**config.mk**
```make
export PLATFORM = sky130hd
export DESIGN_NAME = irq_encoder
export DESIGN_NICKNAME = d
export VERILOG_FILES = /design/src/hw/irq_encoder.sv
export VERILOG_INCLUDE_DIRS = /design/src /design/src/common
export SDC_FILE = /design/constraint.sdc
export NUM_CORES = 1
export LEC_CHECK = 0
export BUFFER_PORTS_ARGS = -buffer_cell sky130_fd_sc_hd__buf_4
export CAP_MARGIN = 0
export CORE_AREA = 3 3 40 42
export DETAILED_ROUTE_END_ITERATION = 6
export DIE_AREA = 0 0 43 45
export PLACE_DENSITY_LB_ADDON = 0.15
export SYNTH_ARGS = -nofsm -noshare
export SYNTH_HDL_FRONTEND = slang
export SYNTH_SLANG_ARGS = --single-unit
```
**constraint.sdc**
```tcl
create_clock -name vclk -period 2.5
set_input_delay 0 -clock vclk [all_inputs]
set_output_delay 0 -clock vclk [all_outputs]
set_load 0.05 [all_outputs]
```
**src/common/core_region_macros.svh**
```systemverilog
`ifndef CORE_REGION_MACROS_SVH
`define CORE_REGION_MACROS_SVH

// load/store bus widths
`define CR_ADDR_W 32
`define CR_DATA_W 32
`define CR_BE_W 4

// local data RAM geometry, in 32-bit words
`define CR_RAM_AW 10
`define CR_RAM_WORDS 1024

// addr[31:20] of the local region
`define CR_REGION_TAG 12'h001

`define CR_IRQ_N 32
`define CR_IRQ_ID_W 5

`endif

```
**src/hw/irq_encoder.sv**
```systemverilog
`timescale 1ns/1ps

`include "core_region_macros.svh"

module irq_encoder (
  input  logic [`CR_IRQ_N-1:0]    irq_i,
  output logic                    irq_o,
  output logic [`CR_IRQ_ID_W-1:0] irq_id_o
);

  assign irq_o = |irq_i;

  // last hit wins, so the highest set line ends up in irq_id_o
  always_comb begin
    irq_id_o = '0;
    for (int i = 0; i < `CR_IRQ_N; i++) begin
      if (irq_i[i]) begin
        irq_id_o = i[`CR_IRQ_ID_W-1:0];
      end
    end
  end

endmodule

```
# Yosys cells after proc, flatten, opt, wreduce, memory -nomap -nowiden
# Index checks and enable logic that the tools add are counted.
# word_totals
out_inout_bits	6
in_bits	32
reg_bits	0
elab_cells	32
# classes
mux	31
reduce_logical	1
# ops
operator	n
$mux W5	30
$reduce_or A32 Y1	1
$mux W1	1

# Depth between registers and ports, before layout
# logic_depth
word_depth	31
ltp_mapped	5
mapped_depth_nobuf	5

# Worst setup path after synthesis
# OpenSTA, ideal clock, no wires.
# synth_timing
path_type	input to output
startpoint	in irq_i[12]
endpoint	out irq_id_o[0]
path_buffers	0
t_required_ns	2.500
cell_stages	5
slack_ns	0.865
arrival_time_ns	1.635
cell_sequence	or3_1 a221o_1 a21oi_1 o221ai_1 a21oi_1
# synth_between
elab_chain_cells	20
# synth_rtl
item	line_no	rtl
start: declaration	irq_encoder.sv:6	input logic [`CR_IRQ_N-1:0] irq_i,
$mux W5 (20 in a row)	irq_encoder.sv:17	if (irq_i[i]) begin
end: declaration	irq_encoder.sv:8	output logic [`CR_IRQ_ID_W-1:0] irq_id_o
# No other way between the ends.

# Worst setup path after layout
# layout_timing
startpoint	in irq_i[24]
endpoint	out irq_o
# layout_between
elab_chain_cells	1
# layout_rtl
item	line_no	rtl
$reduce_or A32 Y1	irq_encoder.sv:11	assign irq_o = |irq_i;
end: declaration	irq_encoder.sv:7	output logic irq_o,
# No other way between the ends.

==> impl_metrics.py <==
metrics = {
    "global_route": {
        "track_usage": 0.129,
        "overflow": 0,
        "antenna_found_initial": 0,
        "grt_max_degree": 6,
        "grt_pass1_vias": 514,
        "grt_pass1_wl_mm": 2.07,
    },
    "die": {
        "io-pin-count": 38,
        "initial_core_util": 0.285,
        "fp.dieH_um": 45,
        "dieArea_mm2": 0.00194,
        "rows": 13,
        "core_mm2": 0.00128,
        "die_x_um": 43,
    },
    "synth": {
        "ys_top_cells_by_area": "nor2_1 (14%), a21oi_1 (8.2%), nor3_1 (6.8%), nor4_2 (6.8%), inv_1 (6.1%)",
        "ys_seq_area_frac": 0,
        "synth_nets": 94,
        "syn_area_um2": 367,
        "yosys_warnings": 0,
        "avgSynthCellArea_um2": 5.91,
        "yosys.area.top_type": "nor2_1",
        "synthTopCellsByCount": "nor2_1 (14), a21oi_1 (6), inv_1 (6), nor3_1 (5)",
        "netlist_instances": 62,
        "yosysMostFrequentCell": "nor2_1",
        "synth_top_area_share": 0.143,
        "yosysUniqueCellTypes": 25,
    },
    "clock_tree": {
        "cts_hold_buf": 0,
        "postCtsSetupBuffers": 0,
        "ctsResizeCount": 0,
    },
    "drt": {
        "vias": 592,
        "finalWirelength_mm": 1.23,
        "routedWlPerCell_um": 10.7,
        "drt-initial-drc-count": 6,
        "avgViaCountPerCell": 5.15,
        "drc_errors": 0,
        "dr.pass1.iters": 4,
        "antenna_left": 0,
    },
    "place": {
        "routabilityCongestion": 0.677,
        "dpl.hpwl_mm": 1.11,
        "portBuffers": 38,
    },
    "sta": {
        "finalHoldViolCount": 0,
        "hold_ws_ps": 394,
        "period_share": 0.575,
        "relSlewSlack": 0.742,
        "tns_ps": 0,
        "worst_pin_slew_ps": 384,
        "slew_violations": 0,
        "min_period_ps": 1440,
        "rsz0062_at_grt": "false",
        "fmax_mhz": 695,
        "setup_viol": 0,
    },
    "power": {
        "ir_drop_mv": 0.0529,
        "p_leak_nw": 0.293,
        "powerDensity_mw_per_mm2": 144,
    },
    "worst_setup_path": {
        "cp-end-kind": "output port",
        "cp_data_arrival_time_ps": 1440,
        "critical_path_class": "input port to output port",
        "cp-start-kind": "input port",
        "worstPathMaxFanout": 4,
        "critical_path_required_ps": 2500,
    },
    "min_path": {
        "hold_class": "input port to output port",
        "hold_start": "irq_i[23]",
        "hold_depth": 4,
        "min_to": "irq_id_o[4]",
    },
    "final_layout": {
        "n_antenna_cell": 0,
        "fillCellCount": 138,
        "finish.utilization": 0.522,
        "nNetsFinal": 134,
        "seq_cells": 0,
        "syn_to_final_growth_pct": 82.9,
        "drive_gt1_frac": 0.420,
        "ff_latch_area_um2": 0,
        "multi_input_comb_area_um2": 344,
        "clkbuf_count": 0,
    },
    "run": {
        "max-cap-violations": 0,
    },
    "run_status": {
        "status": "complete, no violations",
    },
}
metal layers:
metal,vias up,global-route usage,wire [um]
li1,315,-,-
met1,259,0.176,561
met2,18,0.228,567
met3,0,0.0199,103
met4,0,0,0
met5,-,0,0
per-stage QoR:
stage	total power (W)	cells	area [um2]	setup slack, ps
finish	0.0000969	115	671	1060
global route	0.000107	115	671	924
CTS	0.0000970	115	671	1070
detailed placement	0.0000967	115	671	1070
global placement	0.0000962	115	671	1080
floorplan	0.0000344	62	367	865
worst max-delay path: stages:
cell and delay (ps):
buf_4 130, nor4_2 340, and3_1 230, nand3_2 70, or4_1 470, buf_4 200
cells by family (layout without fill, tap and decap cells):
group / Yosys count / after routing / share of synthesized area
AND/OR/NAND/NOR: 36 / 36 / 0.573
AO/OA/AOI/OAI: 20 / 20 / 0.365
buffers and inverters: 6 / 44 / 0.0614
how the worst max path moves through the flow:
stage                              to  slack [ps]  cells past startpoint  startpoint
final                           irq_o        1060                      6   irq_i[24]
after global routing            irq_o         920                      6   irq_i[24]
after CTS                       irq_o        1070                      6   irq_i[24]
after detailed placement        irq_o        1070                      6   irq_i[24]
after global placement          irq_o        1080                      6   irq_i[24]
after floorplan           irq_id_o[0]         860                      5   irq_i[12]
layout by cell type, fill, tap and decap left out, types with 2 or more instances in the layout:
master	synthesis	routed
nor3_1	5	5
nor2_1	14	14
a21oi_1	6	6
nor4_2	2	2
o21ai_1	2	2
buf_4	0	38
nand2_1	3	3
or4_1	3	3
nor4_1	3	3
o21ai_0	2	2
a221o_1	2	2
inv_1	6	6
power breakdown:
part	switching (W)	total, W	internal [W]
Combinational	0.0000470	0.0000969	0.0000498
Clock	0	0	0
Sequential	0	0	0
final cells by class:
type | instances | share of cell area
Multi-Input combinational cell | 56 | 0.513
Tap cell | 15 | 0.0280
Timing Repair Buffer | 38 | 0.425
Inverter | 6 | 0.0336
Note: power is estimated with default switching activity, not from simulation.
