File: src/common/core_region_macros.svh
`ifndef CORE_REGION_MACROS_SVH
`define CORE_REGION_MACROS_SVH

// load/store bus widths
`define CR_ADDR_W 32
`define CR_DATA_W 32
`define CR_BE_W 4

// local data RAM geometry, in 32-bit words
`define CR_RAM_AW 10
`define CR_RAM_WORDS 1024

// addr[31:20] of the local region
`define CR_REGION_TAG 12'h001

`define CR_IRQ_N 32
`define CR_IRQ_ID_W 5

`endif

File: src/common/core_region_pkg.sv
`include "core_region_macros.svh"

package core_region_pkg;

  // core load/store request, byte addressed
  typedef struct packed {
    logic [`CR_ADDR_W-1:0] addr;
    logic                  we;
    logic [`CR_BE_W-1:0]   be;
    logic [`CR_DATA_W-1:0] wdata;
  } lsu_req_t;

  // single RAM access, word addressed
  typedef struct packed {
    logic [`CR_RAM_AW-1:0] addr;
    logic                  we;
    logic [`CR_BE_W-1:0]   be;
    logic [`CR_DATA_W-1:0] wdata;
  } ram_req_t;

  // target that owes the next lsu response
  typedef enum logic {
    RESP_RAM = 1'b0,
    RESP_EXT = 1'b1
  } resp_src_e;

endpackage

File: src/hw/lsu_router.sv
`timescale 1ns/1ps

`include "core_region_macros.svh"

module lsu_router
  import core_region_pkg::*;
(
  input  logic                  clk,
  input  logic                  rst_n,

  // from the core
  input  logic                  lsu_req_i,
  input  lsu_req_t              lsu_data_i,
  output logic                  lsu_gnt_o,
  output logic                  lsu_rvalid_o,
  output logic [`CR_DATA_W-1:0] lsu_rdata_o,

  // local RAM side
  output logic                  core_req_o,
  output lsu_req_t              core_data_o,
  input  logic                  core_gnt_i,
  input  logic                  core_rvalid_i,
  input  logic [`CR_DATA_W-1:0] core_rdata_i,

  // external bus side
  output logic                  ext_req_o,
  output lsu_req_t              ext_data_o,
  input  logic                  ext_gnt_i,
  input  logic                  ext_rvalid_i,
  input  logic [`CR_DATA_W-1:0] ext_rdata_i
);

  logic      is_local;
  resp_src_e resp_src_d;
  resp_src_e resp_src_q;

  // region decode on the top address bits
  assign is_local = (lsu_data_i.addr[31:20] == `CR_REGION_TAG);

  assign core_req_o = lsu_req_i & is_local;
  assign ext_req_o  = lsu_req_i & ~is_local;

  // payload goes to both sides, only one of them sees a request
  assign core_data_o = lsu_data_i;
  assign ext_data_o  = lsu_data_i;

  // grant from whichever target was chosen
  always_comb begin
    lsu_gnt_o  = 1'b0;
    resp_src_d = resp_src_q;
    if (ext_req_o) begin
      lsu_gnt_o  = ext_gnt_i;
      resp_src_d = RESP_EXT;
    end else if (core_req_o) begin
      lsu_gnt_o  = core_gnt_i;
      resp_src_d = RESP_RAM;
    end
  end

  // remember who owes the next response
  always_ff @(posedge clk or negedge rst_n) begin
    if (!rst_n) begin
      resp_src_q <= RESP_RAM;
    end else begin
      resp_src_q <= resp_src_d;
    end
  end

  // response merge
  assign lsu_rdata_o  = (resp_src_q == RESP_EXT) ? ext_rdata_i : core_rdata_i;
  assign lsu_rvalid_o = core_rvalid_i | ext_rvalid_i;

endmodule

File: config.mk
export PLATFORM = sky130hd
export DESIGN_NAME = lsu_router
export DESIGN_NICKNAME = d
export VERILOG_FILES = /design/src/common/core_region_pkg.sv /design/src/hw/lsu_router.sv
export VERILOG_INCLUDE_DIRS = /design/src /design/src/common
export SDC_FILE = /design/constraint.sdc
export NUM_CORES = 1
export LEC_CHECK = 0
export BUFFER_PORTS_ARGS = -buffer_cell sky130_fd_sc_hd__buf_2
export CORE_AREA = 2 2 121 123
export DETAILED_ROUTE_END_ITERATION = 10
export DIE_AREA = 0 0 123 125
export PLACE_DENSITY_LB_ADDON = 0.12
export SLEW_MARGIN = 40
export SYNTH_ARGS = -nofsm -noshare
export SYNTH_HDL_FRONTEND = slang
export SYNTH_SLANG_ARGS = --single-unit
File: constraint.sdc
create_clock -name clk -period 2.1 [get_ports clk]
set_input_delay 0.42 -clock clk [delete_from_list [all_inputs] [get_ports clk]]
set_output_delay 0.42 -clock clk [all_outputs]
set_load 0.005 [all_outputs]
; ---- After elaboration in Yosys (flattened, before gate mapping)
; Index checks and enable logic that the tools add are counted.
; Widths: inputs -> output; s select.
[op_classes]
n_eq_ne = 1
mux = 5
bitwise = 4
n_reduce_logical = 1
[op_table]
columns = operator, count
row1 = $mux 32, 1
row2 = $eq 12x1->1 const B, 1
row3 = $mux 1, 4
row4 = $and 1x1->1, 2
row5 = $reduce_bool 2->1, 1
row6 = $not 1->1, 1
row7 = $or 1x1->1, 1
[totals]
regBits = 1
input_bits = 140
out_inout_bits = 174
wordCells = 12

; ---- Depth between registers and ports, before layout
[logic_depth]
word_depth = 4
mapped_depth = 4
depth_no_buf = 3

; ---- Least setup slack after synthesis
; Ideal clock, no wire load.
[synth_path]
kind = input-to-output
from = input lsu_data_i[58] (netlist bit)
to = output lsu_gnt_o
arrival_ps = 1085
required_ps = 1680
setup_slack_ps = 595
stages = 3
path_buffers = 0
cell_sequence = nor4b_2 and3_2 mux2i_1
[synth_between]
elab_chain_cells = 4
word_cells_on_any_way = 6
classes_between = eq/ne (1) / mux (2) / bitwise (3)
[synth_lines]
columns = item, line
row1 = from (decl), lsu_router.sv:13  ; input lsu_req_t lsu_data_i,
row2 = $eq 12x1->1 (no source line) *, -
row3 = $and 1x1->1 / $not 1->1 (equally long branches), "lsu_router.sv:40, lsu_router.sv:41"
row4 = $mux 1 / $and 1x1->1 (equally long branches), "lsu_router.sv:54, lsu_router.sv:41"
row5 = $mux 1 *, lsu_router.sv:51  ; if (ext_req_o) begin
row6 = to (decl), lsu_router.sv:14  ; output logic lsu_gnt_o,
; Mark *: on every way between the ends. The rest lies on a longest branch, timed or not.

; ---- Final worst setup path
[layout_path]
from = input lsu_data_i[63] (netlist bit)
to = output lsu_gnt_o
; Same word-level chain as after synthesis.

==> impl_metrics.toml <==
[status]
status = "finished, final reports clean"

[logic_synthesis]
synth_area_leaders = "buf_4, mux2_2, buf_6"
synth.avg_cell_area_sq_um = 8.27
mappedNetlistNets = 327
synth_largest_type_area_fraction_pct = 67.0
seq_area_frac_synth_pct = 1.62
synth.ff_latch_count = 1
post_synth_instance_area_sq_mm = 0.00155
synth_cell_type_count = 14
synthesis.yosys.warnings = 0
syn-instance-count = 187
post-synth-top-area-cell = "buf_4"

[sta]
final-setup-viol-count = 0
finalWorstSetupSlack_ps = 245
fin_tns_setup_ps = 0
worst_slew_pin_slew_ps = 294
post-route-period-util_pct = 88.3
period_needed_ps = 1860
finalClockSkew_ps = 0
finalMaxSlewViolations = 0
finalHoldViolations = 0
slew_headroom_pct = 80.2
unrepaired_setup_endpoints_after_global_routing = "false"
holdWs_ps = 203
max_freq_ghz = 0.539

[critical_path]
worstSetupPathType = "input port to primary output"
cp_data_required_time_ps = 1680
regToRegSetupSlack_ps = 1200
crit_fanout = 4
startpoint_type = "input port"
worst_ep_arrival_time_ps = 1440
worst_setup_path_end_kind = "primary output"

[final_layout]
num_antenna_cells = 0
layout_commonest_cell = "buf_2"
layoutNonFillerInstCount = 373
largest_registers = "resp_src_q (1)"
drive_above_1_share_pct = 94.7
post-route-cell-area_sq_mm = 0.00142
largest_register_ff_count = 1
largest-register = "resp_src_q"
layout.nets = 331
utilization_pct = 10.0
flow.area_growth_from_synthesis_pct = -8.09
commonest_cells_after_routing_fill_and_taps_aside = "buf_2, mux2_2, nor4_1, nand2_1, buf_4"

[pwr]
power.sequential.fraction_pct = 9.9
ir_worst_vdd_mv = 0.0494
sw_frac_of_total_pct = 31.4
power_report.internal_total_uw = 136
pwr-share-clk_pct = 0
cellPowerDensity_mw_per_mm2 = 139
pwr-share-comb_pct = 90.1
total_leakage_power_nw = 0.740
p_sw_uw = 62.3
total_power_uw = 198

[detailed_routing]
antenna_left = 0
wl_per_cell_microns = 9.16
overall_routed_net_length_mm = 3.42
initialDrtViolationCount = 4
drt_pre_antenna_iters = 2
via_to_cell_ratio = 2.85
number_of_design_rule_violations_left_after_detail_routing = 0
route.vias.total = 1062

[hold_path]
hold_class = "input port to async pin"

[run]
maxCapViolations = 0

[grt]
number_of_antenna_violations_at_the_first_check_in_global_routing = 0
grt_max_degree = 24
grt_remaining_overflow = 0
grt_first_pass_wirelength_mm = 4.35
first_global_vias = 920
grt_use_total_pct = 3.51

[placement]
dp_cells = 373
detailedPlace.worstSlack_ps = 197
dpl_cell_area_sq_mm = 0.00142
gp_routability_congestion = 0.607
place.port_buffers = 142
hpwlAfterDp_mm = 3.09

[die]
initial_utilization_pct = 10.9
design.core.area_sq_mm = 0.0142
boundaryPins = 314
rows = 44
fp.dieArea_sq_mm = 0.0154
die_width_microns = 123
die_height_microns = 125

[clock_network]
clock_insertion_delay_worst_skew_ps = 0
cts_setup_buffers = 0
hold_buffer_count_at_cts = 0
path_clk_slew_ps = 0
post_cts_resize_count = 0
[synthesized netlist by cell type]
cell	n
nor2_1	1
or2_2	1
buf_4	138
and3_2	1
mux2i_1	1
buf_6	4
a21oi_1	1
nand2_1	2
nor4b_2	1
nor2b_1	1
mux2_2	32
nor4_1	2
dfrtp_1	1
and2_1	1
[layer usage]
layer	track usage, %	part of all wire (%)
met2	6.99	47
met1	2.56	25
met4	2.41	6.6
met3	1.46	21
met5	0	0
[worst max-delay path: stages]
cell and delay [ps]:
buf_2 110, nor4_1 320, and3_2 280, mux2i_1 180
buf_2 130
[logic make-up after synthesis]
logic type	after synthesis	share of synthesized area [%]
AOI/OAI and AO/OA	1	0.323
buffers and inverters	142	69.9
DFF	1	1.62
muxes	33	23.9
and+or+nand+nor	10	4.21
[final timing paths]
check                               start         end  depth (start not counted)
max                        lsu_data_i[63]   lsu_gnt_o                          5
min                                 rst_n  resp_src_q                          1
max reg2reg                    resp_src_q  resp_src_q                          3
min reg2reg                    resp_src_q  resp_src_q                          3
max in group asynchronous           rst_n  resp_src_q                          1
min in group clk                lsu_req_i  resp_src_q                          2
[power by group through the flow]
stage	Combinational, mW	Clock (mW)	Sequential (mW)
floorplan	0.254	0	0.0196
global placement	0.184	0	0.0196
detailed placement	0.182	0	0.0196
CTS	0.183	0	0.0196
global route	0.201	0	0.0196
finish	0.178	0	0.0196
[area by class of cell]
type | instances | area [sq um]
Timing Repair Buffer | 144 | 726
Tap cell | 184 | 230
Sequential cell | 1 | 25.0
Fill cell | 1670 | 12800
Multi-Input combinational cell | 44 | 440
No activity file was read; power rests on OpenSTA's default activity.
