### src/common/core_region_macros.svh
`ifndef CORE_REGION_MACROS_SVH
`define CORE_REGION_MACROS_SVH

// load/store bus widths
`define CR_ADDR_W 32
`define CR_DATA_W 32
`define CR_BE_W 4

// local data RAM geometry, in 32-bit words
`define CR_RAM_AW 10
`define CR_RAM_WORDS 1024

// addr[31:20] of the local region
`define CR_REGION_TAG 12'h001

`define CR_IRQ_N 32
`define CR_IRQ_ID_W 5

`endif

### src/common/core_region_pkg.sv
`include "core_region_macros.svh"

package core_region_pkg;

  // core load/store request, byte addressed
  typedef struct packed {
    logic [`CR_ADDR_W-1:0] addr;
    logic                  we;
    logic [`CR_BE_W-1:0]   be;
    logic [`CR_DATA_W-1:0] wdata;
  } lsu_req_t;

  // single RAM access, word addressed
  typedef struct packed {
    logic [`CR_RAM_AW-1:0] addr;
    logic                  we;
    logic [`CR_BE_W-1:0]   be;
    logic [`CR_DATA_W-1:0] wdata;
  } ram_req_t;

  // target that owes the next lsu response
  typedef enum logic {
    RESP_RAM = 1'b0,
    RESP_EXT = 1'b1
  } resp_src_e;

endpackage

### src/data_mem/data_ram_arbiter.sv
`timescale 1ns/1ps

`include "core_region_macros.svh"

module data_ram_arbiter
  import core_region_pkg::*;
(
  input  logic                  clk,
  input  logic                  rst_n,

  // system port, always served
  input  logic                  sys_req_i,
  input  ram_req_t              sys_data_i,
  output logic [`CR_DATA_W-1:0] sys_rdata_o,

  // core port, byte addressed
  input  logic                  core_req_i,
  input  lsu_req_t              core_data_i,
  output logic                  core_gnt_o,
  output logic                  core_rvalid_o,
  output logic [`CR_DATA_W-1:0] core_rdata_o,

  // to the RAM
  output logic                  ram_en_o,
  output ram_req_t              ram_data_o,
  input  logic [`CR_DATA_W-1:0] ram_rdata_i
);

  ram_req_t core_ram_req;
  logic     core_rvalid_q;

  // byte address to word address
  always_comb begin
    core_ram_req.addr  = core_data_i.addr[`CR_RAM_AW+1:2];
    core_ram_req.we    = core_data_i.we;
    core_ram_req.be    = core_data_i.be;
    core_ram_req.wdata = core_data_i.wdata;
  end

  // fixed priority, system port first
  assign core_gnt_o = core_req_i & ~sys_req_i;
  assign ram_en_o   = sys_req_i | core_req_i;
  assign ram_data_o = sys_req_i ? sys_data_i : core_ram_req;

  // RAM answers one cycle after the grant
  always_ff @(posedge clk or negedge rst_n) begin
    if (!rst_n) begin
      core_rvalid_q <= 1'b0;
    end else begin
      core_rvalid_q <= core_gnt_o;
    end
  end

  assign core_rvalid_o = core_rvalid_q;

  // read word goes to both ports, each knows when it is its own
  assign core_rdata_o = ram_rdata_i;
  assign sys_rdata_o  = ram_rdata_i;

endmodule

### config.mk
export PLATFORM = sky130hd
export DESIGN_NAME = data_ram_arbiter
export DESIGN_NICKNAME = d
export VERILOG_FILES = /design/src/common/core_region_pkg.sv /design/src/data_mem/data_ram_arbiter.sv
export VERILOG_INCLUDE_DIRS = /design/src /design/src/common
export SDC_FILE = /design/constraint.sdc
export NUM_CORES = 1
export LEC_CHECK = 0
export BUFFER_PORTS_ARGS = -buffer_cell sky130_fd_sc_hd__buf_4
export CAP_MARGIN = 25
export CORE_AREA = 4 4 101 103
export CTS_CLUSTER_SIZE = 25
export DETAILED_ROUTE_END_ITERATION = 8
export DIE_AREA = 0 0 105 107
export PLACE_DENSITY_LB_ADDON = 0.3
export SETUP_SLACK_MARGIN = 0.3
export SYNTH_ARGS = -nofsm -noshare
export SYNTH_HDL_FRONTEND = slang
export SYNTH_SLANG_ARGS = --single-unit
### constraint.sdc
create_clock -name clk -period 1.9 [get_ports clk]
set_input_delay 0.19 -clock clk [delete_from_list [all_inputs] [get_ports clk]]
set_output_delay 0.19 -clock clk [all_outputs]
set_load 0.01 [all_outputs]
Yosys cells after proc, flatten, opt, wreduce, memory -nomap -nowiden
Index checks and enable logic that the tools add are counted.

cells by class
  multiplexer cells = 1
  bitwise logic cells = 3

operators by type and width
  cell               count
  2-to-1 mux 47 bit  1
  AND 1 bit          1
  NOT 1 bit          1
  OR 1 bit           1

storage, ports and cells
  register bits after elaboration = 1
  output and inout port bits = 114
  input port bits = 152
  word-level logic and storage cells = 5

Depth between registers and ports, before layout
Gate-level depths: netlist of run 1.

  word-level depth = 2
  mapped depth = 3
  mapped depth without buffers = 1

Worst setup path before layout of run 1
OpenSTA, ideal clock, no wires.

  kind = in2out
  start = input port sys_req_i
  end = output port ram_data_o[36] (netlist bit)
  required time = 1.710 ns
  arrival = 0.777 ns
  buffers on the path = 2
  stages on the path = 3
  slack = 0.933 ns
  cells stage by stage = buf_6 > buf_6 > mux2_4

RTL lines
  item             RTL line                RTL
  start, declared  data_ram_arbiter.sv:12  input logic sys_req_i,
  end, declared    data_ram_arbiter.sv:25  output ram_req_t ram_data_o,

==> results of run 1 <==
==> cells in the final DEF (no fill, tap or decap) <==
cell type and instances:
buf_4 148, or2_1 1, buf_12 1, dfrtp_1 1
nor2b_1 1, mux2_2 39, mux2_4 8, dlygate4sd3_1 1
==> power by group through the flow <==
| stage | logic [uW] | registers (uW) | clock network, uW |
|---|---|---|---|
| final | 447 | 23.0 | 0 |
| after floorplan | 307 | 23.7 | 0 |
| after CTS | 457 | 23.0 | 0 |
| after global routing | 481 | 23.2 | 0 |
| after global placement | 452 | 23.0 | 0 |
| after detailed placement | 454 | 23.0 | 0 |
==> logic make-up (layout without fill, tap and decap cells) <==
logic type             Yosys count  count (layout)
DFF                              1               1
muxes                           47              47
and+or+nand+nor                  2               2
buffers and inverters           69             150
==> metrics by stage <==
| stage | setup WS [ns] | utilization |
|---|---|---|
| 5_1_grt | 0.449 | 0.204 |
| 4_1_cts | 0.495 | 0.204 |
| 3_3_place_gp | 0.502 | 0.203 |
| 6_report | 0.524 | 0.204 |
| 2_1_floorplan | 0.933 | - |
| 3_5_place_dp | 0.494 | 0.203 |
==> metal layers <==
layer	GRT usage	up-vias	share of wire
li1	-	498	-
met5	0	-	0
met4	0.0206	0	0.035
met3	0.0325	18	0.18
met1	0.0563	454	0.30
met2	0.101	106	0.49
==> how the worst max path moves through the flow <==
stage	startpoint	end	slack [ns]	cells after the start
after global routing	sys_req_i	ram_data_o[12]	0.45	4
after global placement	sys_req_i	ram_data_o[24]	0.50	4
after floorplan	sys_req_i	ram_data_o[36]	0.93	3
after detailed placement	sys_req_i	ram_data_o[6]	0.49	4
final	sys_req_i	ram_data_o[12]	0.52	4
after CTS	sys_req_i	ram_data_o[6]	0.49	4
==> synth_stat cells, drive strengths merged <==
cell    n
dfrtp   1
nor2b   1
or2     1
mux2   47
buf    69
==> cell type report <==
cell class	instances	area [um^2]
multi-input cells	49	572
repair buffers	150	1140
flip-flops and latches	1	25.0
well taps	111	139
fillers	1025	7320
==> critical path, delay by kind of cell <==
kind / cells / cell delay [ns]
buffers and inverters: 3 / 0.64
multiplexers: 1 / 0.35
==> impl_metrics.tcl, run 1 <==
set metrics [dict create \
    crit_chain "buf_4 -> buf_4 -> mux2_2 -> buf_4" \
    initial_core_util 0.122 \
    finalPower_uw 470 \
    synth_area_leaders "buf_4, mux2_2, mux2_4" \
    max-cap-violations 0 \
    p_switching_uw 143 \
    grt_max_degree 22 \
    die_h_um 107 \
    tns_ns 0 \
    worstSetupPathType "input pin to output port" \
    num_vias 1076 \
    final_area_mm2 0.00188 \
    hold_ws_ns 0.380 \
    instances_no_fill 311 \
    syn_inst 119 \
    ir_worst_vdd_mv 0.0838 \
    placed_area_mm2 0.00187 \
    yosysSeqAreaShare 0.0223 \
    fmax_mhz 727 \
    syn_nets 271 \
    io_pins 266 \
    ys_types 7 \
    drtIter0Drc 2 \
    crit_path_frequent_cell "buf_4" \
    antenna_cells 0 \
    maxSlewViolCount 0 \
    largest_reg_flops 1 \
    syn_area_per_cell_um2 9.43 \
    core_area_mm2 0.00920 \
    synthSimpleGateAreaFrac 0.0111 \
    switching_share 0.304 \
    via_per_inst 3.46 \
    wl_per_cell_um 12.1 \
    synthAdderAreaFrac 0 \
    final_antenna_net_count 0 \
    critPathCaptureType "output port" \
    yosys_warnings 0 \
    grt_pass1_wl_um 5470 \
    grt_pass1_vias 1145 \
    grt-ovfl-total 0 \
    gr-usage-all-layers 0.0574 \
    synth_top_family_by_area "multiplexers" \
    power.density_mw_per_mm2 251 \
    gp_congestion 0.682 \
    fin_crit_ns 1.38 \
    fin_crit_sh 0.724 \
    synth_mux_area_frac 0.498 \
    hold_path_depth 0 \
    cts_hold_buf 1 \
    synth_xor_xnor_area_share 0 \
    synth_compound_area_frac 0 \
    portBuffers 147 \
    antenna_found_initial 0 \
    final_net_count 354 \
    hold_violations 0 \
    critical_path_required_ns 1.71 \
    internal-power_uw 327 \
    placed_cells 310 \
    pwr-share-seq 0.049 \
    drc 0 \
    cp.arrival_ns 1.19 \
    slowest_stage "mux2_2" \
    first_pass_iters 2 \
    leakage_uw 0.000960 \
    drt_wl_total_um 3770 \
    dieArea_mm2 0.0112 \
    area_delta_synth_final_pct 67.2 \
    finalSetupViolCount 0 \
    clock_power_share 0 \
    synthesis.area_mm2 0.00112 \
    synth_top_cell_area_share 0.448 \
    rows 35 \
    final_layout_size_suffix_gt1_frac 0.980 \
    start_kind "input pin" \
    postCtsSetupBuffers 0 \
    cp_max_fo 18 \
    ys_ff_latch 1 \
    dieWidth_um 105 \
    hold_class "input pin to output port" \
    cts_resized 0 \
    rsz0062_at_grt "false" \
    synth_top_area_cell "buf_4" \
    relSlewSlack 0.840 \
    combPwrFrac 0.951 \
    tightestPinTransition_ns 0.240 \
    hold_end "sys_rdata_o[12]" \
    hold_start "ram_rdata_i[12]" \
    outcome "complete, no violations" \
    slowest_delay_ns 0.35 \
]
Power figures use the tool's default switching activity.
==> run 2: changes to the inputs <==
--- a/config.mk
+++ b/config.mk
@@ -6,12 +6,13 @@
 export SDC_FILE = /design/constraint.sdc
 export NUM_CORES = 1
 export LEC_CHECK = 0
+export ABC_AREA = 1
 export BUFFER_PORTS_ARGS = -buffer_cell sky130_fd_sc_hd__buf_4
 export CAP_MARGIN = 25
-export CORE_AREA = 4 4 101 103
+export CORE_AREA = 4 4 102 104
 export CTS_CLUSTER_SIZE = 25
 export DETAILED_ROUTE_END_ITERATION = 8
-export DIE_AREA = 0 0 105 107
+export DIE_AREA = 0 0 106 108
 export PLACE_DENSITY_LB_ADDON = 0.3
 export SETUP_SLACK_MARGIN = 0.3
 export SYNTH_ARGS = -nofsm -noshare
==> constraint.sdc (replaced) <==
create_clock -name clk -period 1.4 [get_ports clk]
set_input_delay 0.14 -clock clk [delete_from_list [all_inputs] [get_ports clk]]
set_output_delay 0.14 -clock clk [all_outputs]
set_load 0.01 [all_outputs]
==> run 2 against run 1 <==
Net effect: first-iteration DRC count rose to 37 times the previous value; synthesized cell count rose by 85%; wire length rose by 23%; die area increased by 1.9%; area after synthesis shrank 1.1%; utilization shrank 0.36 points.
==> impl_metrics.tcl, run 2 <==
set metrics [dict create \
    outcome "complete, no violations" \
    nFillCells 1117 \
    ys_ff_latch 1 \
    synth_xor_xnor_area_share 0 \
    clock_power_share 0 \
    num_vias 1439 \
    tns_ns 0 \
    post-synth-top-count-cell "nand2_1" \
    slowest_delay_ns 0.21 \
    final_common_cell "buf_4" \
    syn_area_per_cell_um2 5.04 \
    hpwl_um 3660 \
    antenna_cells 0 \
    portBuffers 147 \
    hold_start "ram_rdata_i[27]" \
    max-cap-violations 0 \
    postCtsSetupBuffers 0 \
    power.density_mw_per_mm2 337 \
    critical_path_required_ns 1.26 \
    synth_edf_count 0 \
    drt_wl_total_um 4640 \
    drtIter0Drc 73 \
    synth_compound_area_frac 0 \
    switching_share 0.386 \
    critPathLaunch "sys_req_i" \
    area_delta_synth_final_pct 72.5 \
    drc 0 \
    synthAdderAreaFrac 0 \
    final_cell_mix "buf_4, nand2_1, buf_12" \
    synthesis.area_mm2 0.00111 \
    leakage_uw 0.00119 \
    hold_violations 0 \
    critPathCaptureType "output port" \
    grt_pass1_vias 1399 \
    grt_use_met2 0.142 \
    syn_nets 372 \
    path_buf_inv 4 \
    tightestPinTransition_ns 0.172 \
    met1_usage 0.0629 \
    synth_ff_type "dfrtp_1" \
    antenna_found_initial 0 \
    slowest_stage "clkbuf_16" \
    yosysSeqAreaShare 0.0225 \
    regArea_um2 25.0 \
    first_pass_iters 2 \
    cp_max_fo 24 \
    fin_crit_ns 1.01 \
    dieWidth_um 106 \
    finalSetupViolCount 0 \
    critical_path.top_delay_family "buffers and inverters" \
    placed_cells 428 \
    busiest_layer "met2" \
    p_switching_uw 249 \
    fmax_mhz 993 \
    cp.arrival_ns 0.87 \
    synthSimpleGateAreaFrac 0.484 \
    initial_core_util 0.116 \
    final_net_count 451 \
    use_met3 0.0131 \
    instances_no_fill 430 \
    rsz0062_at_grt "true" \
    combPwrFrac 0.952 \
    synth_top_area_cell "nand2_1" \
    io_pins 266 \
    crit_chain "buf_4 -> inv_2 -> clkbuf_16 -> nand2_1 -> nand2_1 -> buf_4" \
    syn_inst 220 \
    final_layout_size_suffix_gt1_frac 0.508 \
    final_antenna_net_count 0 \
    gp_congestion 0.645 \
    grt_max_degree 49 \
    rows 36 \
    synth_area_leaders "nand2_1, buf_4, dfrtp_1" \
    wl_per_cell_um 10.8 \
    synth_top_cell_area_share 0.480 \
    ir_worst_vdd_mv 0.0875 \
    postSynth.asyncResetShare 1.00 \
    grt-ovfl-total 0 \
    dieArea_mm2 0.0114 \
    maxSlewViolCount 0 \
    ys_top_cells_by_count "nand2_1, buf_4, buf_2, clkbuf_1" \
    pwr-share-seq 0.048 \
    cts_resized 0 \
    largest_reg_flops 1 \
    ys_types 8 \
    worstSetupPathType "input pin to output port" \
    die_h_um 108 \
    gr-usage-all-layers 0.0682 \
    fin_crit_sh 0.719 \
    synth_mux_area_frac 0 \
    grt_pass1_wl_um 6550 \
    yosys_warnings 0 \
    start_kind "input pin" \
    synth_top_family_by_area "buffers and inverters" \
    core_area_mm2 0.00955 \
    relSlewSlack 0.885 \
    multi_input_area_um2 537 \
    internal-power_uw 396 \
    via_per_inst 3.35 \
    hold_class "input pin to output port" \
]
==> run 2: changes by cell type after synthesis <==
cell      before  now
buf_2          0    3
buf_4         67   69
buf_6          2    0
clkbuf_1       0    2
inv_1          0    1
inv_2          0    1
mux2_2        39    0
mux2_4         8    0
nand2_1        0  142
nor2_1         0    1
nor2b_1        1    0
or2_1          1    0
==> run 2: worst paths after layout <==
path	end	slack, ns	depth (start not counted)
min in group asynchronous	core_rvalid_o$_DFF_PN0_	0.47	2
worst min-delay path	core_rdata_o[27]	0.28	0
worst max-delay path	ram_data_o[13]	0.39	6
max in group asynchronous	core_rvalid_o$_DFF_PN0_	0.85	2
==> run 2: layout make-up <==
type / count / share of cell area
timing repair buffer: 151 / 0.616
inverter: 2 / 0.00392
tap: 133 / 0.0869
multi-input combinational: 143 / 0.280
sequential: 1 / 0.0131
==> run 2: logic make-up (layout without fill, tap and decap cells) <==
family	Yosys count	in the layout
DFF	1	1
and+or+nand+nor	143	143
buffers and inverters	76	153
==> run 2: metrics by stage <==
step	utilization	cell area [um^2]	setup WS (ns)	total power [uW]	hold slack, ns
2_1_floorplan	-	1110	0.620	424	-0.156
3_3_place_gp	0.197	1880	0.340	637	-0.0840
3_5_place_dp	0.197	1880	0.323	644	-0.0844
4_1_cts	0.198	1890	0.324	648	0.280
5_1_grt	0.200	1910	0.296	713	0.280
6_report	0.200	1910	0.393	646	0.280
==> run 2: timing repair <==
action | CTS | global route
hold endpoints to repair | 1 | 0
setup endpoints to repair | 0 | 12
hold buffers | 1 | 0
==> run 2: power groups by stage <==
stage / combinational (uW) / sequential [uW] / clock (uW)
final: 614 / 31.2 / 0
after global routing: 681 / 31.5 / 0
after CTS: 617 / 31.2 / 0
after detailed placement: 613 / 31.2 / 0
after global placement: 606 / 31.2 / 0
after floorplan: 392 / 32.1 / 0
==> run 2: layer usage <==
| metal | up-vias | wire (um) |
|---|---|---|
| met1 | 588 | 1380 |
| met5 | - | 0 |
| met4 | 0 | 191 |
| li1 | 739 | - |
| met3 | 26 | 490 |
| met2 | 86 | 2570 |
==> run 3: changes to the inputs <==
==> constraint.sdc (replaced) <==
create_clock -name clk -period 1 [get_ports clk]
set_input_delay 0.1 -clock clk [delete_from_list [all_inputs] [get_ports clk]]
set_output_delay 0.1 -clock clk [all_outputs]
set_load 0.01 [all_outputs]
==> run 3 against run 2 <==
Net effect: global-route usage is 0.78 points higher; wire length is 11% higher; critical path depth is 1 higher; largest cell class unchanged; largest power group unchanged.
==> impl_metrics.tcl, run 3 (same netlist as run 2, synthesis figures left out) <==
set metrics [dict create \
    power.density_mw_per_mm2 483 \
    final_antenna_net_count 0 \
    tns_ns 0 \
    cp_max_fo 5 \
    portBuffers 147 \
    hold_violations 0 \
    placed_area_mm2 0.00191 \
    crit_chain "buf_12 -> inv_12 -> buf_12 -> clkbuf_16 -> nand2_2 -> nand2_2 -> buf_6" \
    grt_pass1_wl_um 7140 \
    drt_wl_total_um 5160 \
    io_pins 266 \
    antenna_found_initial 0 \
    multi_input_area_um2 659 \
    gr-usage-all-layers 0.0760 \
    maxSlewViolCount 0 \
    critical_path.top_delay_family "buffers and inverters" \
    tightestPinTransition_ns 0.181 \
    num_vias 1540 \
    outcome "complete, no violations" \
    final_cell_mix "buf_4, nand2_1, nand2_2" \
    slowest_stage "clkbuf_16" \
    worstSetupPathType "input pin to output port" \
    busiest_layer "met2" \
    switching_share 0.380 \
    drc 0 \
    fin_crit_sh 0.867 \
    hold_path_depth 0 \
    fin_crit_ns 0.867 \
    p_switching_uw 425 \
    final.setup.worst_slack_ns 0.133 \
    path_buf_inv 5 \
    grt_use_met2 0.163 \
    grt-ovfl-total 0 \
    dieArea_mm2 0.0114 \
    cp.arrival_ns 0.77 \
    dieWidth_um 106 \
    relSlewSlack 0.879 \
    nFillCells 1072 \
    regArea_um2 25.0 \
    leakage_uw 0.00132 \
    rsz0062_at_grt "true" \
    final_layout_size_suffix_gt1_frac 0.662 \
    slowest_delay_ns 0.15 \
    wl_per_cell_um 11.8 \
    internal-power_uw 695 \
    max-cap-violations 0 \
    start_kind "input pin" \
    critPathCaptureType "output port" \
    core_area_mm2 0.00955 \
    final_area_mm2 0.00232 \
    die_h_um 108 \
    use_met3 0.0125 \
    critical_path_required_ns 0.90 \
    hold_class "input pin to output port" \
    hpwl_um 3750 \
    antenna_cells 0 \
    pre_cts_ws_ns 0.136 \
    gp_congestion 0.666 \
    cp.depth 7 \
    combPwrFrac 0.961 \
    drtIter0Drc 47 \
    largest_reg_flops 1 \
    initial_core_util 0.116 \
    area_delta_synth_final_pct 109 \
    final_common_cell "buf_4" \
    first_pass_iters 3 \
    rows 36 \
    grt_pass1_vias 1494 \
    grt_max_degree 40 \
    finalSetupViolCount 0 \
    fmax_mhz 1150 \
    met1_usage 0.0704 \
    final_net_count 459 \
    pwr-share-seq 0.039 \
    clock_power_share 0 \
    via_per_inst 3.52 \
    ir_worst_vdd_mv 0.136 \
]
[run 3: power groups by stage]
stage	registers, uW	logic (uW)	clock network, uW
2_1_floorplan	44.9	548	0
3_3_place_gp	43.8	862	0
3_5_place_dp	43.9	867	0
4_1_cts	43.9	972	0
5_1_grt	44.0	1170	0
6_report	43.8	1080	0
[run 3: timing repair]
item / in CTS / in global routing
gates cloned: 3 / 2
hold buffers: 1 / 0
endpoints found under the hold margin: 1 / 0
gates resized for setup: 21 / 57
endpoints found under the setup margin: 49 / 49
setup buffers: 2 / 0
pin swaps: 0 / 16
[run 3: stage by stage]
step	utilization	power (uW)	hold slack, ns	instances
6_report	0.243	1120	0.200	438
5_1_grt	0.243	1210	0.200	438
4_1_cts	0.220	1020	0.200	436
3_5_place_dp	0.200	911	-0.124	430
3_3_place_gp	0.200	905	-0.124	430
2_1_floorplan	-	593	-0.196	220
[run 3: cell type report]
type                    count  share of cell area
repair buffers            159               0.625
inverters                   2             0.00863
multi-input cells         143               0.284
well taps                 133              0.0717
flip-flops and latches      1              0.0108
[run 3: worst paths after layout]
| path | from | end | slack (ns) |
|---|---|---|---|
| worst max-delay path | sys_req_i | ram_data_o[29] | 0.13 |
| worst min-delay path | ram_rdata_i[27] | core_rdata_o[27] | 0.20 |
| max in group asynchronous | rst_n | core_rvalid_o$_DFF_PN0_ | 0.48 |
| min in group asynchronous | rst_n | core_rvalid_o$_DFF_PN0_ | 0.43 |
[run 3: layer usage]
layer  share of wire  up-vias
met3            0.10       24
met5               0        -
li1                -      758
met2            0.56       86
met1            0.30      672
met4           0.032        0
